File: src/source/trace_config.svh
// ========================================
// trace compressor configuration
// sizes shared by the RTL and the testbench
// ========================================
`ifndef TRACE_CONFIG_SVH
`define TRACE_CONFIG_SVH

// packets held in the buffer between the
// packetizer and the word streamer
`define TRACE_FIFO_DEPTH 4

// credits the receiver grants at reset,
// also the ceiling of the credit counter
`define TRACE_CREDITS 4

// branch outcomes in a full map, one map word
// carries them with its top bit left clear
`define TRACE_MAP_LEN 31

`endif
File: src/source/trace_pkg.sv
// ========================================
// trace compressor types
// packet format, packet layout and the
// RISC-V opcodes the packetizer decodes
// ========================================
`include "trace_config.svh"

`default_nettype none

package trace_pkg;

    // width of each word on the output stream
    localparam int unsigned WORD_LEN = 32;

    // branch count field, wide enough for a full map
    localparam int unsigned MAP_CNT_W = $clog2(`TRACE_MAP_LEN + 1);

    // major opcodes, instr[6:0]
    localparam logic [6:0] OPCODE_BRANCH = 7'b1100011;
    localparam logic [6:0] OPCODE_JALR   = 7'b1100111;

    // packet kind, sent in the low bits of the header word
    typedef enum logic [1:0] {
        FMT_SYNC   = 2'd1,
        FMT_BRANCH = 2'd2,
        FMT_ADDR   = 2'd3
    } trace_format_e;

    // one packet as it travels through the buffer
    // branch_map bit i is the i-th recorded branch, 1 when taken
    typedef struct packed {
        trace_format_e             format;
        logic [MAP_CNT_W-1:0]      branch_cnt;
        logic [`TRACE_MAP_LEN-1:0] branch_map;
        logic [31:0]               addr;
    } packet_t;

endpackage

`default_nettype wire

File: src/source/trace_compressor.sv
// ========================================
// trace compressor top level
// packetizer, packet FIFO and word streamer
// ========================================
`timescale 1ns/1ns
`include "trace_config.svh"

`default_nettype none

module trace_compressor (
    input  logic                           clk_gated,
    input  logic                           rst_ni,
    input  logic                           ivalid_i,
    input  logic [31:0]                    iaddr_i,
    input  logic [31:0]                    instr_i,
    input  logic                           compressed_i,
    input  logic                           credit_i,
    output logic [trace_pkg::WORD_LEN-1:0] word_o,
    output logic                           word_valid_o,
    output logic                           overflow_o
);

    // producer to buffer, no back-pressure
    trace_pkg::packet_t pkt;
    logic               pkt_valid;

    // buffer to streamer pull
    trace_pkg::packet_t head;
    logic               head_valid;
    logic               pop;

    trace_packetizer i_packetizer (
        .clk_gated    (clk_gated),
        .rst_ni       (rst_ni),
        .ivalid_i     (ivalid_i),
        .iaddr_i      (iaddr_i),
        .instr_i      (instr_i),
        .compressed_i (compressed_i),
        .pkt_o        (pkt),
        .pkt_valid_o  (pkt_valid)
    );

    packet_fifo #(
        .payload_t (trace_pkg::packet_t),
        .DEPTH     (`TRACE_FIFO_DEPTH)
    ) i_packet_fifo (
        .clk_gated    (clk_gated),
        .rst_ni       (rst_ni),
        .push_i       (pkt_valid),
        .data_i       (pkt),
        .pop_i        (pop),
        .head_o       (head),
        .head_valid_o (head_valid),
        .overflow_o   (overflow_o)
    );

    word_streamer i_word_streamer (
        .clk_gated    (clk_gated),
        .rst_ni       (rst_ni),
        .head_i       (head),
        .head_valid_i (head_valid),
        .credit_i     (credit_i),
        .pop_o        (pop),
        .word_o       (word_o),
        .word_valid_o (word_valid_o)
    );

endmodule

`default_nettype wire

File: src/source/word_streamer.sv
// ========================================
// word streamer
// splits each packet into 32-bit words and
// sends them under credit flow control
// ========================================
`timescale 1ns/1ns
`include "trace_config.svh"

`default_nettype none

module word_streamer (
    input  logic                          clk_gated,
    input  logic                          rst_ni,
    input  trace_pkg::packet_t            head_i,
    input  logic                          head_valid_i,
    input  logic                          credit_i,
    output logic                          pop_o,
    output logic [trace_pkg::WORD_LEN-1:0] word_o,
    output logic                          word_valid_o
);

    localparam int unsigned CREDIT_W = $clog2(`TRACE_CREDITS + 1);

    trace_pkg::packet_t               pkt_q;
    logic                             busy_q;
    logic [1:0]                       idx_q;
    logic [1:0]                       last_idx;
    logic                             last_word;
    logic [CREDIT_W-1:0]              credit_q;
    logic [trace_pkg::WORD_LEN-1:0]   header_word;
    logic [trace_pkg::WORD_LEN-1:0]   map_word;

    // header carries format in [1:0] and branch count in [6:2]
    assign header_word = {{(trace_pkg::WORD_LEN - 2 - trace_pkg::MAP_CNT_W){1'b0}},
                          pkt_q.branch_cnt, pkt_q.format};
    assign map_word    = {{(trace_pkg::WORD_LEN - `TRACE_MAP_LEN){1'b0}}, pkt_q.branch_map};

    // ADDR packets carry header, map and address, the others two words
    assign last_idx  = (pkt_q.format == trace_pkg::FMT_ADDR) ? 2'd2 : 2'd1;
    assign last_word = idx_q == last_idx;

    always_comb begin
        case (idx_q)
            2'd0:    word_o = header_word;
            2'd1:    word_o = (pkt_q.format == trace_pkg::FMT_SYNC) ? pkt_q.addr : map_word;
            2'd2:    word_o = pkt_q.addr;
            default: word_o = '0;
        endcase
    end

    assign word_valid_o = busy_q && (credit_q != '0);

    // next packet is taken once the current one is fully sent
    assign pop_o = !busy_q && head_valid_i;

    always_ff @(posedge clk_gated, negedge rst_ni) begin
        if (!rst_ni) begin
            busy_q   <= 1'b0;
            idx_q    <= '0;
            credit_q <= CREDIT_W'(`TRACE_CREDITS);
        end else begin
            if (pop_o) begin
                busy_q <= 1'b1;
                idx_q  <= '0;
            end else if (word_valid_o) begin
                if (last_word) begin
                    busy_q <= 1'b0;
                end
                idx_q <= idx_q + 1'b1;
            end
            // a sent word and a returned credit may coincide
            case ({word_valid_o, credit_i})
                2'b10:   credit_q <= credit_q - 1'b1;
                2'b01:   credit_q <= credit_q + 1'b1;
                default: credit_q <= credit_q;
            endcase
        end
    end

    always_ff @(posedge clk_gated) begin
        if (pop_o) begin
            pkt_q <= head_i;
        end
    end

    // spending the last credit stops the stream until one comes back
    a_no_word_without_credit: assert property (
        @(posedge clk_gated) disable iff (!rst_ni)
        word_valid_o && (credit_q == CREDIT_W'(1)) && !credit_i |=> !word_valid_o
    );

    // the receiver never returns more credits than it consumed
    a_credit_bound: assert property (
        @(posedge clk_gated) disable iff (!rst_ni)
        credit_q <= CREDIT_W'(`TRACE_CREDITS)
    );

endmodule

`default_nettype wire

File: src/source/packet_fifo.sv
// ========================================
// packet FIFO
// circular buffer for trace packets, drops
// a push while full and flags the overflow
// ========================================
`timescale 1ns/1ns

`default_nettype none

module packet_fifo #(
    parameter type         payload_t = trace_pkg::packet_t,
    parameter int unsigned DEPTH     = 2
) (
    input  logic     clk_gated,
    input  logic     rst_ni,
    input  logic     push_i,
    input  payload_t data_i,
    input  logic     pop_i,
    output payload_t head_o,
    output logic     head_valid_o,
    output logic     overflow_o
);

    localparam int unsigned PTR_W = (DEPTH > 1) ? $clog2(DEPTH) : 1;
    localparam int unsigned CNT_W = $clog2(DEPTH + 1);

    payload_t         mem_q [DEPTH];
    logic [PTR_W-1:0] wr_ptr_q;
    logic [PTR_W-1:0] rd_ptr_q;
    logic [CNT_W-1:0] count_q;
    logic             full;
    logic             push_ok;
    logic             overflow_q;

    assign full    = count_q == CNT_W'(DEPTH);
    assign push_ok = push_i && !full;

    assign head_o       = mem_q[rd_ptr_q];
    assign head_valid_o = count_q != '0;
    assign overflow_o   = overflow_q;

    always_ff @(posedge clk_gated, negedge rst_ni) begin
        if (!rst_ni) begin
            wr_ptr_q   <= '0;
            rd_ptr_q   <= '0;
            count_q    <= '0;
            overflow_q <= 1'b0;
        end else begin
            if (push_ok) begin
                wr_ptr_q <= (wr_ptr_q == PTR_W'(DEPTH - 1)) ? '0 : wr_ptr_q + 1'b1;
            end
            if (pop_i) begin
                rd_ptr_q <= (rd_ptr_q == PTR_W'(DEPTH - 1)) ? '0 : rd_ptr_q + 1'b1;
            end
            case ({push_ok, pop_i})
                2'b10:   count_q <= count_q + 1'b1;
                2'b01:   count_q <= count_q - 1'b1;
                default: count_q <= count_q;
            endcase
            // sticky until reset
            if (push_i && full) begin
                overflow_q <= 1'b1;
            end
        end
    end

    always_ff @(posedge clk_gated) begin
        if (push_ok) begin
            mem_q[wr_ptr_q] <= data_i;
        end
    end

    // the consumer only takes a packet that is really there
    a_pop_when_valid: assert property (
        @(posedge clk_gated) disable iff (!rst_ni)
        pop_i |-> head_valid_o
    );

endmodule

`default_nettype wire

File: src/source/trace_packetizer.sv
// ========================================
// trace packetizer
// registers retired instructions, records
// branch outcomes in a map and decides when
// a packet is needed to follow the program
// ========================================
`timescale 1ns/1ns
`include "trace_config.svh"

`default_nettype none

module trace_packetizer (
    input  logic               clk_gated,
    input  logic               rst_ni,
    input  logic               ivalid_i,
    input  logic [31:0]        iaddr_i,
    input  logic [31:0]        instr_i,
    input  logic               compressed_i,
    output trace_pkg::packet_t pkt_o,
    output logic               pkt_valid_o
);

    // retired instruction, one cycle behind the core
    logic                              ivalid_q;
    logic [31:0]                       iaddr_q;
    logic [31:0]                       instr_q;
    logic                              compressed_q;

    // the instruction traced before the current one
    logic [31:0]                       prev_addr_q;
    logic                              prev_compressed_q;
    logic                              prev_branch_q;
    logic                              prev_jalr_q;
    logic                              first_q;

    // branch map and its fill level
    logic [`TRACE_MAP_LEN-1:0]         map_q;
    logic [`TRACE_MAP_LEN-1:0]         map_d;
    logic [trace_pkg::MAP_CNT_W-1:0]   cnt_q;
    logic [trace_pkg::MAP_CNT_W-1:0]   cnt_d;

    logic                              is_branch;
    logic                              is_jalr;
    logic [31:0]                       seq_addr;
    logic                              branch_taken;
    logic                              append_branch;
    logic                              map_full;
    logic                              map_clear;

    logic                              pkt_emit;
    trace_pkg::packet_t                pkt_d;
    trace_pkg::packet_t                pkt_q;
    logic                              pkt_valid_q;

    assign is_branch = instr_q[6:0] == trace_pkg::OPCODE_BRANCH;
    assign is_jalr   = instr_q[6:0] == trace_pkg::OPCODE_JALR;

    // a branch falls through to the next sequential address when not taken
    assign seq_addr      = prev_addr_q + (prev_compressed_q ? 32'd2 : 32'd4);
    assign branch_taken  = iaddr_q != seq_addr;
    assign append_branch = ivalid_q && prev_branch_q;

    always_comb begin
        map_d = map_q;
        cnt_d = cnt_q;
        if (append_branch) begin
            map_d[cnt_q] = branch_taken;
            cnt_d        = cnt_q + 1'b1;
        end
    end

    assign map_full = cnt_d == trace_pkg::MAP_CNT_W'(`TRACE_MAP_LEN);

    // packet decision, full map first, then sync, then the jalr target
    always_comb begin
        pkt_emit          = 1'b0;
        map_clear         = 1'b0;
        pkt_d.format      = trace_pkg::FMT_SYNC;
        pkt_d.branch_cnt  = cnt_d;
        pkt_d.branch_map  = map_d;
        pkt_d.addr        = iaddr_q;
        if (ivalid_q) begin
            if (map_full) begin
                pkt_emit     = 1'b1;
                map_clear    = 1'b1;
                pkt_d.format = trace_pkg::FMT_BRANCH;
            end else if (first_q) begin
                pkt_emit     = 1'b1;
                pkt_d.format = trace_pkg::FMT_SYNC;
            end else if (prev_jalr_q) begin
                // target of an indirect jump cannot be inferred
                pkt_emit     = 1'b1;
                map_clear    = 1'b1;
                pkt_d.format = trace_pkg::FMT_ADDR;
            end
        end
    end

    always_ff @(posedge clk_gated, negedge rst_ni) begin
        if (!rst_ni) begin
            ivalid_q <= 1'b0;
        end else begin
            ivalid_q <= ivalid_i;
        end
    end

    // input payload only moves on a retirement
    always_ff @(posedge clk_gated) begin
        if (ivalid_i) begin
            iaddr_q      <= iaddr_i;
            instr_q      <= instr_i;
            compressed_q <= compressed_i;
        end
    end

    always_ff @(posedge clk_gated, negedge rst_ni) begin
        if (!rst_ni) begin
            first_q       <= 1'b1;
            prev_branch_q <= 1'b0;
            prev_jalr_q   <= 1'b0;
            map_q         <= '0;
            cnt_q         <= '0;
            pkt_valid_q   <= 1'b0;
        end else begin
            pkt_valid_q <= pkt_emit;
            if (ivalid_q) begin
                first_q       <= 1'b0;
                prev_branch_q <= is_branch;
                prev_jalr_q   <= is_jalr;
                if (map_clear) begin
                    map_q <= '0;
                    cnt_q <= '0;
                end else begin
                    map_q <= map_d;
                    cnt_q <= cnt_d;
                end
            end
        end
    end

    always_ff @(posedge clk_gated) begin
        if (ivalid_q) begin
            prev_addr_q       <= iaddr_q;
            prev_compressed_q <= compressed_q;
        end
        if (pkt_emit) begin
            pkt_q <= pkt_d;
        end
    end

    assign pkt_o       = pkt_q;
    assign pkt_valid_o = pkt_valid_q;

    // a full map is always flushed before another branch can be recorded
    a_map_cnt_bound: assert property (
        @(posedge clk_gated) disable iff (!rst_ni)
        cnt_q < trace_pkg::MAP_CNT_W'(`TRACE_MAP_LEN)
    );

endmodule

`default_nettype wire

File: config.mk
export PLATFORM = sky130hd
export DESIGN_NAME = trace_compressor
export DESIGN_NICKNAME = d
export VERILOG_FILES = /design/src/source/trace_pkg.sv /design/src/source/trace_compressor.sv /design/src/source/word_streamer.sv /design/src/source/packet_fifo.sv /design/src/source/trace_packetizer.sv
export VERILOG_INCLUDE_DIRS = /design/src /design/src/source
export SDC_FILE = /design/constraint.sdc
export NUM_CORES = 1
export LEC_CHECK = 0
export BUFFER_PORTS_ARGS = -buffer_cell sky130_fd_sc_hd__buf_2
export CAP_MARGIN = 20
export CORE_MARGIN = 4
export CORE_UTILIZATION = 34
export DETAILED_ROUTE_END_ITERATION = 8
export GPL_ROUTABILITY_DRIVEN = 0
export GPL_TIMING_DRIVEN = 0
export PLACE_DENSITY_LB_ADDON = 0.08
export RECOVER_POWER = 25
export SETUP_SLACK_MARGIN = 0.2
export SLEW_MARGIN = 20
export SYNTH_ARGS = -nofsm -noshare
export SYNTH_HDL_FRONTEND = slang
export SYNTH_HIERARCHICAL = 1
export SYNTH_SLANG_ARGS = --single-unit
File: constraint.sdc
create_clock -name clk_gated -period 5.53 [get_ports clk_gated]
set_input_delay 0.553 -clock clk_gated [delete_from_list [all_inputs] [get_ports clk_gated]]
set_output_delay 0.553 -clock clk_gated [all_outputs]
set_load 0.02 [all_outputs]
### Word-level counts from Yosys, hierarchy flattened

Memories as Yosys holds them, arrays and structs flattened. A register that Yosys moved wholly into a read port is not among the register bits.
Cells that the tools add are included.

* reductions and logical operators: 16
* order comparisons: 2
* $add $sub $neg: 9
* mux-type cells: 32
* equal/unequal tests: 16

Operators by type and width (count)
* 32-bit one-hot mux with 3 select lines: 1
* 31-bit two-way mux: 2
* 32-bit adder: 1
* 32-bit two-way mux: 1
* 32-bit inequality test: 1
* 31-bit bitwise mux: 1
* 2-bit two-way mux: 8
* 7-bit equality test (second input constant): 2
* 1-bit two-way mux: 13
* 2-bit equality test (second input constant): 6
* 3-bit one-hot mux with 2 select lines: 2
* 5-bit two-way mux: 2
* 2-bit by 1-bit equality test with 1-bit output (second input constant): 4
* 2-bit nonzero test: 4
* 2-bit by 1-bit adder with 2-bit output (second input constant): 3
* 3-bit by 1-bit adder with 3-bit output (second input constant): 2
* 1-bit logical AND: 6
* 5-bit by 6-bit less-than comparator with 1-bit output (second input constant): 1
* 3-bit nonzero test: 2
* 3-bit by 1-bit subtractor with 3-bit output (second input constant): 2
* 5-bit by 1-bit adder with 5-bit output (second input constant): 1
* 1-bit demux with 5-bit select: 1
* 5-bit equality test (second input constant): 1
* 5-bit by 1-bit >= comparator with 1-bit output (second input constant): 1
* 6 further kinds: 7

* bits of input ports: 69
* bits in registers: 198
* output and inout bits: 34
* RAM bits: 280
* logic and storage cells: 99
* memories kept: 1

Memories
* i_packet_fifo.mem_q: depth 4, bits a word 70, rd ports 1, clocked after memory_dff 1, write ports 1, line packet_fifo.sv:27 `payload_t mem_q [DEPTH];`

### Logic depth before layout (Yosys ltp)

Gate-level depths: netlist (run 1).

* depth in word-level cells: 7
* depth in mapped cells: 12
* gate-level depth less buffers: 11

### Hierarchy

The synthesis (run 1) kept the hierarchy.

By module, submodules not included
* packet_fifo: cells each 403, instances 1, area an instance 10633.9 um^2, sequential area each 8608.3 um^2
* trace_packetizer: cells each 644, instances 1, area an instance 8042.7 um^2, sequential area each 5321.4 um^2
* word_streamer: cells each 156, instances 1, area an instance 2911.5 um^2, sequential area each 2253.4 um^2

### Least setup slack after synthesis (run 1)

OpenSTA, ideal clock, no wires.

* kind: register to register
* start point: register i_packetizer.ivalid_q
* end point: register i_packetizer.pkt_q, in the netlist i_packetizer/pkt_o[0], enable pin
* cell stages (with the launch flop): 6
* clock period less this slack: 4196 ps
* path slack: 1334 ps
* arrival time: 3755 ps
* required time: 5089 ps
* path buffers: 0
* setup time: 441 ps
* cell sequence: dfrtp_1 nand3_1 xnor2_1 nand4b_1 inv_1 o31a_1

* longest elaborated chain between the ends: 5

RTL lines
* start: declaration: line trace_packetizer.sv:24 `logic ivalid_q;`
* start signal: assignment: line trace_packetizer.sv:103 `ivalid_q <= ivalid_i;`
* 1-bit logical AND: line trace_packetizer.sv:61 `assign append_branch = ivalid_q && prev_branch_q;`
* 5-bit two-way mux: line trace_packetizer.sv:66 `if (append_branch) begin`
* net i_packetizer.cnt_d (one bit): line trace_packetizer.sv:40 `logic [trace_pkg::MAP_CNT_W-1:0] cnt_d;`
* 5-bit equality test: line trace_packetizer.sv:72 `` assign map_full = cnt_d == trace_pkg::MAP_CNT_W'(`TRACE_MAP_LEN); ``
* 1-bit two-way mux: line trace_packetizer.sv:83 `if (map_full) begin`
* 1-bit two-way mux: line trace_packetizer.sv:82 `if (ivalid_q) begin`
* net i_packetizer.pkt_emit: line trace_packetizer.sv:50 `logic pkt_emit;`
* end signal: assignment: line trace_packetizer.sv:147 `pkt_q <= pkt_d;`
* end: declaration: line trace_packetizer.sv:52 `trace_pkg::packet_t pkt_q;`

The timed path passes the listed nets, and every way through them passes these cells.
A chain may end at the register's enable or synchronous reset.

### Worst setup path after layout (run 1)

* start point: register i_packetizer.prev_compressed_q
* end point: register i_packetizer.pkt_q, in the netlist i_packetizer/pkt_o[50], data pin

* longest elaborated chain between the ends: 5

RTL lines
* start: declaration: line trace_packetizer.sv:31 `logic prev_compressed_q;`
* start signal: assignment: line trace_packetizer.sv:144 `prev_compressed_q <= compressed_q;`
* 3-bit two-way mux: line trace_packetizer.sv:59 `assign seq_addr = prev_addr_q + (prev_compressed_q ? 32'd2 : 32'd4);`
* 32-bit adder: line trace_packetizer.sv:59
* 32-bit inequality test: line trace_packetizer.sv:60 `assign branch_taken = iaddr_q != seq_addr;`
* 31-bit bitwise mux: line trace_packetizer.sv:67 `map_d[cnt_q] = branch_taken;`
* 31-bit two-way mux: line trace_packetizer.sv:66
* net i_packetizer.map_d[18]: line trace_packetizer.sv:38 `` logic [`TRACE_MAP_LEN-1:0] map_d; ``

The timed path passes the listed nets, and every way through them passes these cells.

==> results of run 1 <==
[per-stage QoR]
stage / worst slack, ns / std cells
detailed placement: 1.26 / 2136
floorplan: 1.33 / 1203
global placement: -1.82 / 2126
finish: 1.29 / 2244
global route: 1.01 / 2244
CTS: 1.24 / 2244
[area by class of cell]
type	instances	area (sq um)	share of cell area
plain buffers	50	375	0.0149
clock buffers	79	1590	0.0633
clock inverters	28	235	0.00935
inverters	30	116	0.00463
multi-input cells	575	4930	0.196
flip-flops and latches	548	16200	0.644
well taps	846	1060	0.0421
repair buffers	88	661	0.0263
[sequential cells by signal (all words and copies together) (netlist names), 31 cells and up]
signal                    flops
i_packet_fifo/mem_q         280
i_packetizer/iaddr_q         32
i_packetizer/map_q           31
i_packetizer/pkt_o           70
i_packetizer/prev_addr_q     32
i_word_streamer/map_word     31
i_word_streamer/pkt_q        32
[layer usage]
| layer | GRT usage | vias up |
|---|---|---|
| met3 | 0.0268 | 65 |
| li1 | - | 5095 |
| met5 | 0 | - |
| met2 | 0.234 | 231 |
| met1 | 0.224 | 5779 |
| met4 | 0.0363 | 2 |
[cells in the mapped netlist (4+ instances only)]
| master | n |
|---|---|
| edfxtp_1 | 493 |
| nor2_1 | 83 |
| mux4_2 | 68 |
| nand2_1 | 54 |
| dfrtp_1 | 53 |
| o21ai_0 | 42 |
| o31ai_1 | 34 |
| a31oi_1 | 33 |
| xnor2_1 | 28 |
| inv_1 | 27 |
| nand3_1 | 26 |
| a22o_1 | 24 |
| clkbuf_1 | 21 |
| xor2_1 | 19 |
| ha_1 | 17 |
| and2_1 | 15 |
| buf_2 | 14 |
| nor4_1 | 11 |
| nand4_1 | 10 |
| a221o_1 | 8 |
| buf_12 | 7 |
| buf_6 | 7 |
| mux2_2 | 7 |
| nand2b_1 | 6 |
| nor2b_1 | 6 |
| nand3b_1 | 5 |
| nor3_1 | 5 |
| a21oi_1 | 4 |
| nand4b_1 | 4 |
| o22ai_1 | 4 |
[cell usage in the layout, fill, tap and decap left out, types with 6 or more instances in the layout]
master     instances
nor2b_1            6
xnor2_1           28
o21ai_0           42
o31ai_1           34
nand2_1           54
nor2_1            83
nand3_1           26
mux4_2            68
nand4_1           10
a22o_1            24
xor2_1            19
nand2b_1           6
ha_1              17
clkinv_1          13
edfxtp_1         493
buf_12             8
clkbuf_1          39
buf_16             9
inv_1             26
buf_6              7
a221o_1            8
a31oi_1           33
clkinv_2           9
mux2_2             7
dfrtp_1           52
nor4_1            11
and2_1            11
buf_2             89
clkbuf_16         59
[report_power, final]
part | switching [W] | internal (W)
Clock | 0.00156 | 0.00219
Sequential | 0.000186 | 0.00487
Combinational | 0.00135 | 0.00103
[repair_timing]
item,in CTS,in global routing
resized for setup,0,0
hold buffers,1,0
endpoints found under the hold margin,8,0
[logic make-up (layout without fill, tap and decap cells)]
kind of cell	count (synthesis)	count (layout)	synth area share
AOI/OAI and AO/OA	178	178	0.0588
xor gates and xnor gates	47	47	0.0191
adders and majority gates	20	20	0.0126
buffers and inverters	80	275	0.0227
DFF	548	548	0.750
muxes	80	80	0.0784
and+or+nand+nor	250	250	0.0588
[final timing paths]
kind	to	slack, ns	cells past startpoint
max	i_packetizer/pkt_o[50]$_DFFE_PP_	1.29	12
min	i_packetizer/iaddr_q[29]$_DFFE_PP_	0.12	1
max reg2reg	i_packetizer/pkt_o[50]$_DFFE_PP_	1.29	12
min reg2reg	i_packetizer/prev_compressed_q$_DFFE_PP_	0.42	0
max in group asynchronous	i_packetizer/first_q$_DFFE_PN1P_	4.27	3
min in group asynchronous	i_packet_fifo/overflow_o$_DFFE_PN0P_	0.50	2
==> results.py, run 1 <==
metrics = {
    "setup_path": {
        "worst-path-buf-inv": 2,
        "path_delay_family": "simple AND/OR/NAND/NOR gates",
        "max_stage_delay_ns": 0.57,
        "start_kind": "register",
        "end_kind": "register",
        "cpMostUsedCell": "nor4_1",
        "cp_cell_sequence": "ha_1, inv_1, fa_1, nand3b_1, nor4_1, xnor2_1, nor4_1, nand3_1, or4_4, nor3b_4, buf_6, a31oi_1",
        "startpoint": "i_packetizer/prev_compressed_q$_DFFE_PP_",
        "cp.required_ns": 5.80,
        "r2r_start": "i_packetizer/prev_compressed_q$_DFFE_PP_",
        "worstPathArrival_ns": 4.51,
        "crit_path_max_fanout": 10,
        "crit_type": "register to register",
        "critPathSlowestCell": "nor4_1",
    },
    "yosys": {
        "yosysSeqAreaShare": 0.750,
        "synth_top_cell_area_share": 0.686,
        "syn_area_sq_um": 21600,
        "synth_nets": 1292,
        "ys_types": 75,
        "synth-edff-count": 493,
        "synth-async-reset-ratio": 0.100,
        "ys_ff_latch": 548,
        "synth_area_per_cell_sq_um": 17.9,
        "ys_warn_count": 6,
        "yosysTopAreaCell": "edfxtp_1",
        "synthTopCellsByArea": "edfxtp_1, mux4_2, dfrtp_1",
        "syn_inst": 1203,
        "ys.flop_type": "edfxtp_1",
    },
    "floorplanning": {
        "dieHeight_um": 260,
        "io_pins": 103,
        "dieArea_sq_um": 67600,
        "start_util": 0.343,
        "core-area_sq_um": 63000,
        "dieWidth_um": 260,
        "rows": 92,
    },
    "place": {
        "hpwlAfterDp_mm": 33.4,
        "io_buffers": 77,
        "placedInstanceArea_sq_um": 23300,
    },
    "sta": {
        "slew_headroom": -0.688,
        "finalCritPeriodShare": 0.766,
        "hold_viol_final": 0,
        "tns_ns": 0,
        "fin_hold_ws_ns": 0.122,
        "skew_ns": 0.0124,
        "max_clock_freq_mhz": 236,
        "grt_setup_unrepaired": "no",
        "setup_viol": 0,
        "drv_slew": 42,
        "period_needed_ns": 4.24,
        "worstMarginPinSlew_ns": 2.53,
    },
    "global_route": {
        "grt_max_degree": 48,
        "grt_usage": 0.151,
        "grt_overflow": 0,
        "antenna_found_initial": 1,
        "grt_first_pass_wirelength_mm": 76.1,
        "grt_pass1_vias": 11400,
    },
    "detailed_routing": {
        "vias": 11200,
        "drt_wl_total_mm": 51.0,
        "drc_errors": 0,
        "wl_met2_mm": 23.5,
        "via_per_inst": 4.98,
        "routedWlPerCell_um": 22.7,
        "drt_iter0_markers": 839,
        "drtAntennaViolNets": 0,
        "wl_met1_mm": 24.5,
        "dr.pass1.iters": 5,
        "highest_layer": "met5",
        "wl_met3_mm": 2.11,
    },
    "outcome": {
        "status": "finished, violations left",
        "failed_checks": "max-capacitance violations, max-slew violations",
    },
    "clock_tree": {
        "numCtsBuffers": 58,
        "clk_latency_ns": 0.60,
        "clock-sinks": 548,
        "cts_root_buf": "clkbuf_16",
        "path_clk_slew_ns": 0.06,
        "cts_tree": "done",
        "cts.htree.levels": 2,
        "clockBufferDepth": 3,
        "post-cts-setup-buffer-count": 0,
    },
    "power_and_ir_drop": {
        "powerDensity_nw_per_um2": 444,
        "p_total_w": 0.0112,
        "ir_drop_mv": 0.263,
        "power.leakage_nw": 8.40,
    },
    "final_layout": {
        "nFillCells": 5803,
        "num_antenna_cells": 0,
        "layout.nets": 1440,
        "area_delta_synth_final_pct": 16.5,
        "fin_area_sq_um": 25100,
        "drive_gt1_frac": 0.212,
        "postLayoutCoreUtil": 0.399,
    },
    "min_path": {
        "min-delay-start": "iaddr_i[29]",
        "min_path_type": "primary input to register",
    },
    "job": {
        "drv_cap": 1,
    },
}
No activity file was read; power rests on OpenSTA's default activity.
==> run 2: changes to the inputs <==
--- a/config.mk
+++ b/config.mk
@@ -6,6 +6,7 @@
 export SDC_FILE = /design/constraint.sdc
 export NUM_CORES = 1
 export LEC_CHECK = 0
+export ABC_AREA = 1
 export BUFFER_PORTS_ARGS = -buffer_cell sky130_fd_sc_hd__buf_2
 export CAP_MARGIN = 20
 export CORE_MARGIN = 4
==> constraint.sdc (replaced) <==
create_clock -name clk_gated -period 3.6 [get_ports clk_gated]
set_input_delay 0.36 -clock clk_gated [delete_from_list [all_inputs] [get_ports clk_gated]]
set_output_delay 0.36 -clock clk_gated [all_outputs]
set_load 0.02 [all_outputs]
==> results.py, run 2 <==
metrics = {
    "yosys": {
        "yosysTopAreaCell": "edfxtp_1",
        "synth_nets": 1962,
        "synth_top_cell_area_share": 0.646,
        "synth_top_cells_by_count": "edfxtp_1, nand2_1, inv_1",
        "synth-edff-count": 493,
        "ys_ff_latch": 548,
        "ys_warn_count": 6,
        "synth_area_per_cell_sq_um": 12.2,
        "synthTopCellsByArea": "edfxtp_1, nand2_1, dfrtp_1",
        "syn_area_sq_um": 22900,
        "synth-async-reset-ratio": 0.100,
        "synth.most_common_cell": "edfxtp_1",
        "ys_types": 38,
        "syn_inst": 1873,
        "yosysSeqAreaShare": 0.706,
        "ys.flop_type": "edfxtp_1",
    },
    "final_layout": {
        "layout.nets": 2165,
        "area_delta_synth_final_pct": 19.1,
        "fin_area_sq_um": 27300,
        "num_antenna_cells": 0,
        "final_cell_mix": "edfxtp_1, nand2_1, inv_1, o211ai_1, nor2_1",
        "mostFrequentLayoutCell": "edfxtp_1",
        "drive_gt1_frac": 0.154,
        "nFillCells": 6254,
        "largest_register": "i_packet_fifo/mem_q",
        "largest_reg_flops": 280,
    },
    "sta": {
        "finalCritPeriodShare": 0.866,
        "grt_setup_unrepaired": "yes",
        "period_needed_ns": 3.12,
        "slew_headroom": -0.215,
        "skew_ns": 0.0286,
        "setup_ws_ns": 0.481,
        "worstMarginPinSlew_ns": 1.82,
        "setup_viol": 0,
        "drv_slew": 26,
        "hold_viol_final": 0,
        "max_clock_freq_mhz": 321,
    },
    "clock_tree": {
        "cts.htree.levels": 2,
        "path_clk_slew_ns": 0.06,
        "clock-sinks": 548,
        "clockBufferDepth": 3,
        "clk_latency_ns": 0.62,
        "cts_tree": "done",
        "numCtsBuffers": 60,
        "cts_root_buf": "clkbuf_16",
    },
    "detailed_routing": {
        "routedWlPerCell_um": 20.1,
        "drt_wl_total_mm": 60.1,
        "drtAntennaViolNets": 0,
        "dr.pass1.iters": 5,
        "via_per_inst": 4.73,
        "drc_errors": 0,
        "drt_iter0_markers": 972,
        "vias": 14100,
    },
    "power_and_ir_drop": {
        "clock_power_share": 0.310,
        "p_switching_w": 0.00648,
        "p_sw_frac": 0.334,
        "ir_drop_mv": 0.356,
        "p_total_w": 0.0194,
        "p_int_w": 0.0129,
        "pwr-share-comb": 0.265,
        "pwr-share-seq": 0.425,
        "power.leakage_nw": 11.1,
        "powerDensity_nw_per_um2": 711,
    },
    "global_route": {
        "grt_first_pass_wirelength_mm": 89.7,
        "grt_max_degree": 49,
        "grt_overflow": 0,
        "grt_pass1_vias": 14000,
        "antenna_found_initial": 0,
        "grt_usage": 0.168,
    },
    "setup_path": {
        "cp.required_ns": 3.93,
        "worstPathArrival_ns": 3.45,
        "end_kind": "register",
        "start_kind": "register",
        "crit_type": "register to register",
        "crit_path_max_fanout": 10,
    },
    "floorplanning": {
        "dieHeight_um": 268,
        "io_pins": 103,
        "rows": 94,
        "dieArea_sq_um": 71600,
        "start_util": 0.345,
        "core-area_sq_um": 66300,
        "dieWidth_um": 268,
    },
    "outcome": {
        "status": "finished, violations left",
        "failed_checks": "max-capacitance violations, max-slew violations",
    },
    "min_path": {
        "min_path_type": "primary input to register",
    },
    "place": {
        "placedInstanceArea_sq_um": 24900,
        "post-place-ws_ns": -0.0999,
        "hpwlAfterDp_mm": 41.0,
        "io_buffers": 77,
    },
    "job": {
        "drv_cap": 1,
    },
}
[run 2: routing by layer]
metal,GRT usage,vias to the layer above,wire (um)
met1,0.237,6942,28200
li1,-,6799,-
met3,0.0218,92,2400
met2,0.272,298,27800
met4,0.0533,0,1710
met5,0,-,0
[run 2: worst max-delay path, stage by stage, from the launching register on]
cell and delay (ns):
edfxtp_1 0.40, ha_2 0.22, inv_1 0.05, fa_2 0.38
nor2_4 0.19, nand2_2 0.13, nor2_4 0.17, nand2_1 0.06
nand2_1 0.07, nand2_1 0.05, nor2_1 0.12, nand4_1 0.22
nor2_4 0.29, buf_6 0.19, nand4_1 0.08, nand2_1 0.09
inv_1 0.12
[run 2: cell families after synthesis]
logic type,Yosys count,synth area share
flip-flops,548,0.706
adder cells (fa/ha/maj),20,0.0119
AO/OA/AOI/OAI,159,0.0518
AND/OR/NAND/NOR,779,0.148
XOR/XNOR,32,0.0122
buffers and inverters,335,0.0695
[run 2: final timing paths]
check,depth (start not counted),slack (ns),startpoint,endpoint
setup / recovery,16,0.48,i_packetizer/prev_compressed_q$_DFFE_PP_,i_packetizer/pkt_o[44]$_DFFE_PP_
hold / removal,3,0.13,credit_i,i_word_streamer/credit_q[0]$_DFFE_PN0P_
setup reg to reg,16,0.48,i_packetizer/prev_compressed_q$_DFFE_PP_,i_packetizer/pkt_o[44]$_DFFE_PP_
hold reg to reg,0,0.43,i_packetizer/compressed_q$_DFFE_PP_,i_packetizer/prev_compressed_q$_DFFE_PP_
max in group asynchronous,2,1.51,rst_ni,i_packetizer/ivalid_q$_DFF_PN0_
min in group asynchronous,2,0.80,rst_ni,i_packetizer/prev_branch_q$_DFFE_PN0P_
[run 2: repair_timing]
item | CTS | global route
hold buffers | 41 | 0
setup buffers | 1 | 1
hold endpoints to repair | 65 | 0
pin swaps | 1 | 4
endpoints found under the setup margin | 47 | 32
resized for setup | 1 | 7
[run 2: cell type report]
cell class	count	area [sq um]	share of cell area
inverters	264	993	0.0364
plain buffers	71	613	0.0225
flip-flops and latches	548	16200	0.593
clock buffers	80	1640	0.0600
clock inverters	32	292	0.0107
repair buffers	141	1300	0.0475
multi-input cells	990	5200	0.190
well taps	864	1080	0.0396
[run 2: power groups by stage]
stage / Sequential, W / Combinational, W / Clock [W]
4_1_cts: 0.00826 / 0.00524 / 0.00622
2_1_floorplan: 0.00811 / 0.00321 / 0
5_1_grt: 0.00829 / 0.00563 / 0.00649
6_report: 0.00825 / 0.00514 / 0.00602
3_5_place_dp: 0.00838 / 0.00519 / 0
3_3_place_gp: 0.00844 / 0.00509 / 0
[run 2: metrics by stage]
step	hold WS (ns)	util	TNS, ns	cells
6_report	0.132	0.412	0	2990
5_1_grt	0.150	0.412	0	2990
4_1_cts	0.0957	0.411	0	2989
3_5_place_dp	0.326	0.376	-1.27	2835
3_3_place_gp	0.405	0.368	-1191.62	2814
2_1_floorplan	0.0644	-	-149.94	1873
==> run 3: changes to the inputs <==
==> constraint.sdc (replaced) <==
create_clock -name clk_gated -period 3.5 [get_ports clk_gated]
set_input_delay 0.35 -clock clk_gated [delete_from_list [all_inputs] [get_ports clk_gated]]
set_output_delay 0.35 -clock clk_gated [all_outputs]
set_load 0.02 [all_outputs]
==> results.py, run 3 (same netlist as run 2, synthesis figures left out) <==
metrics = {
    "global_route": {
        "grt_first_pass_wirelength_mm": 90.4,
        "grt_max_degree": 42,
        "antenna_found_initial": 0,
        "grt_usage": 0.170,
        "grt_pass1_vias": 14100,
        "grt_overflow": 0,
    },
    "sta": {
        "setup_viol": 0,
        "hold_viol_final": 0,
        "worstMarginPinSlew_ns": 1.48,
        "fin_hold_ws_ns": 0.139,
        "finalCritPeriodShare": 0.884,
        "drv_slew": 0,
        "skew_ns": 0.0232,
        "grt_setup_unrepaired": "yes",
        "max_clock_freq_mhz": 323,
        "period_needed_ns": 3.09,
        "tns_ns": 0,
        "slew_headroom": 0.0162,
    },
    "power_and_ir_drop": {
        "p_total_w": 0.0203,
        "power.leakage_nw": 11.2,
        "powerDensity_nw_per_um2": 740,
        "ir_drop_mv": 0.341,
    },
    "min_path": {
        "min_path_type": "primary input to register",
    },
    "detailed_routing": {
        "via_per_inst": 4.72,
        "drc_errors": 0,
        "drt_iter0_markers": 887,
        "routedWlPerCell_um": 20.0,
        "drt_wl_total_mm": 60.1,
        "drtAntennaViolNets": 0,
        "dr.pass1.iters": 5,
        "vias": 14100,
    },
    "final_layout": {
        "largest_reg_flops": 280,
        "final_cell_mix": "edfxtp_1, nand2_1, inv_1, o211ai_1, nor2_1",
        "mostFrequentLayoutCell": "edfxtp_1",
        "area_delta_synth_final_pct": 19.9,
        "num_antenna_cells": 0,
        "largest_register": "i_packet_fifo/mem_q",
        "nFillCells": 6222,
        "postLayoutCoreUtil": 0.414,
        "multi_input_area_sq_um": 5200,
        "drive_gt1_frac": 0.159,
        "seq_area_sq_um": 16200,
        "layout.nets": 2177,
    },
    "clock_tree": {
        "clockBufferDepth": 3,
        "cts_tree": "done",
        "path_clk_slew_ns": 0.06,
        "clk_latency_ns": 0.59,
        "cts_root_buf": "clkbuf_16",
        "clock-sinks": 548,
        "numCtsBuffers": 66,
        "cts.htree.levels": 3,
    },
    "floorplanning": {
        "io_pins": 103,
        "rows": 94,
        "dieHeight_um": 268,
        "core-area_sq_um": 66300,
        "dieArea_sq_um": 71600,
        "dieWidth_um": 268,
        "start_util": 0.345,
    },
    "setup_path": {
        "cp_cell_sequence": "ha_2, inv_1, fa_2, nor2_4, nand2_2, nor2_4, nand3_1, nand2_1, nand2_1, nor2_1, nand2_1, nor2_4, buf_4, nand4_1, nand2_2, inv_1",
        "start_kind": "register",
        "crit_path_max_fanout": 10,
        "worst-path-buf-inv": 3,
        "crit_type": "register to register",
        "worstPathArrival_ns": 3.41,
        "end_kind": "register",
        "max_stage_delay_ns": 0.38,
        "path_delay_family": "simple AND/OR/NAND/NOR gates",
        "cp.required_ns": 3.82,
        "critPathSlowestCell": "fa_2",
    },
    "place": {
        "hpwlAfterDp_mm": 41.9,
        "io_buffers": 77,
    },
    "job": {
        "drv_cap": 0,
    },
    "outcome": {
        "status": "finished, final reports clean",
    },
}
## run 3: cell count changes in the layout (fill, tap and decap cells not counted), moves of 2 or more
cell | before | now
buf_4 | 13 | 18
buf_6 | 36 | 33
buf_8 | 0 | 2
clkbuf_1 | 19 | 21
clkbuf_16 | 61 | 67
clkbuf_8 | 5 | 1
clkinv_1 | 14 | 12
clkinv_2 | 7 | 9
inv_6 | 2 | 4
## run 3: worst register-to-register path, delay by kind of cell, from the launching register on
| family | cells | cell delay, ns |
|---|---|---|
| buffers and inverters | 3 | 0.39 |
| adder cells (fa/ha/maj) | 2 | 0.58 |
| AND/OR/NAND/NOR | 11 | 1.51 |
| flip-flops | 1 | 0.36 |
## run 3: final timing paths
kind                                                          startpoint                                        to  slack [ns]  cells past startpoint
worst min-delay path                                            credit_i   i_word_streamer/credit_q[0]$_DFFE_PN0P_        0.14                      3
worst max-delay path            i_packetizer/prev_compressed_q$_DFFE_PP_          i_packetizer/pkt_o[32]$_DFFE_PP_        0.41                     16
max in group asynchronous                                         rst_ni           i_packetizer/ivalid_q$_DFF_PN0_        1.78                      2
min in group asynchronous                                         rst_ni         i_packetizer/map_q[0]$_DFFE_PN0P_        0.67                      2
worst max register to register  i_packetizer/prev_compressed_q$_DFFE_PP_          i_packetizer/pkt_o[32]$_DFFE_PP_        0.41                     16
worst min register to register       i_packetizer/compressed_q$_DFFE_PP_  i_packetizer/prev_compressed_q$_DFFE_PP_        0.42                      0
## run 3: timing repair
action | 4_1_cts | 5_1_grt
setup endpoints to repair | 40 | 42
hold buffers | 41 | 0
endpoints found under the hold margin | 81 | 0
resized for setup | 2 | 3
pin swaps | 3 | 4
setup buffers | 5 | 1
## run 3: metal layers
layer | vias to the layer above | track usage | share of wire
li1 | 6835 | - | -
met1 | 6896 | 0.233 | 0.46
met2 | 321 | 0.273 | 0.47
met3 | 95 | 0.0364 | 0.047
met4 | 0 | 0.0514 | 0.028
met5 | - | 0 | 0
## run 3: power breakdown
group          internal (W)  switching, W
combinational       0.00169       0.00375
sequential          0.00799      0.000408
clock               0.00389       0.00262
## run 3: final cells by class
class | instances | area share
inverter | 264 | 0.0362
clock inverter | 32 | 0.0107
sequential | 548 | 0.589
clock buffer | 84 | 0.0633
tap | 864 | 0.0393
multi-input combinational | 990 | 0.189
buffer | 71 | 0.0219
timing repair buffer | 147 | 0.0506
## run 3: metrics by stage
stage / cell area, sq um / worst slack [ns] / std cells
after detailed placement: 25000 / 0.0818 / 2837
final: 27500 / 0.406 / 3000
after floorplan: 22900 / -0.636 / 1873
after global placement: 24400 / -4.17 / 2814
after global routing: 27500 / 0.193 / 3000
after CTS: 27500 / 0.212 / 2999
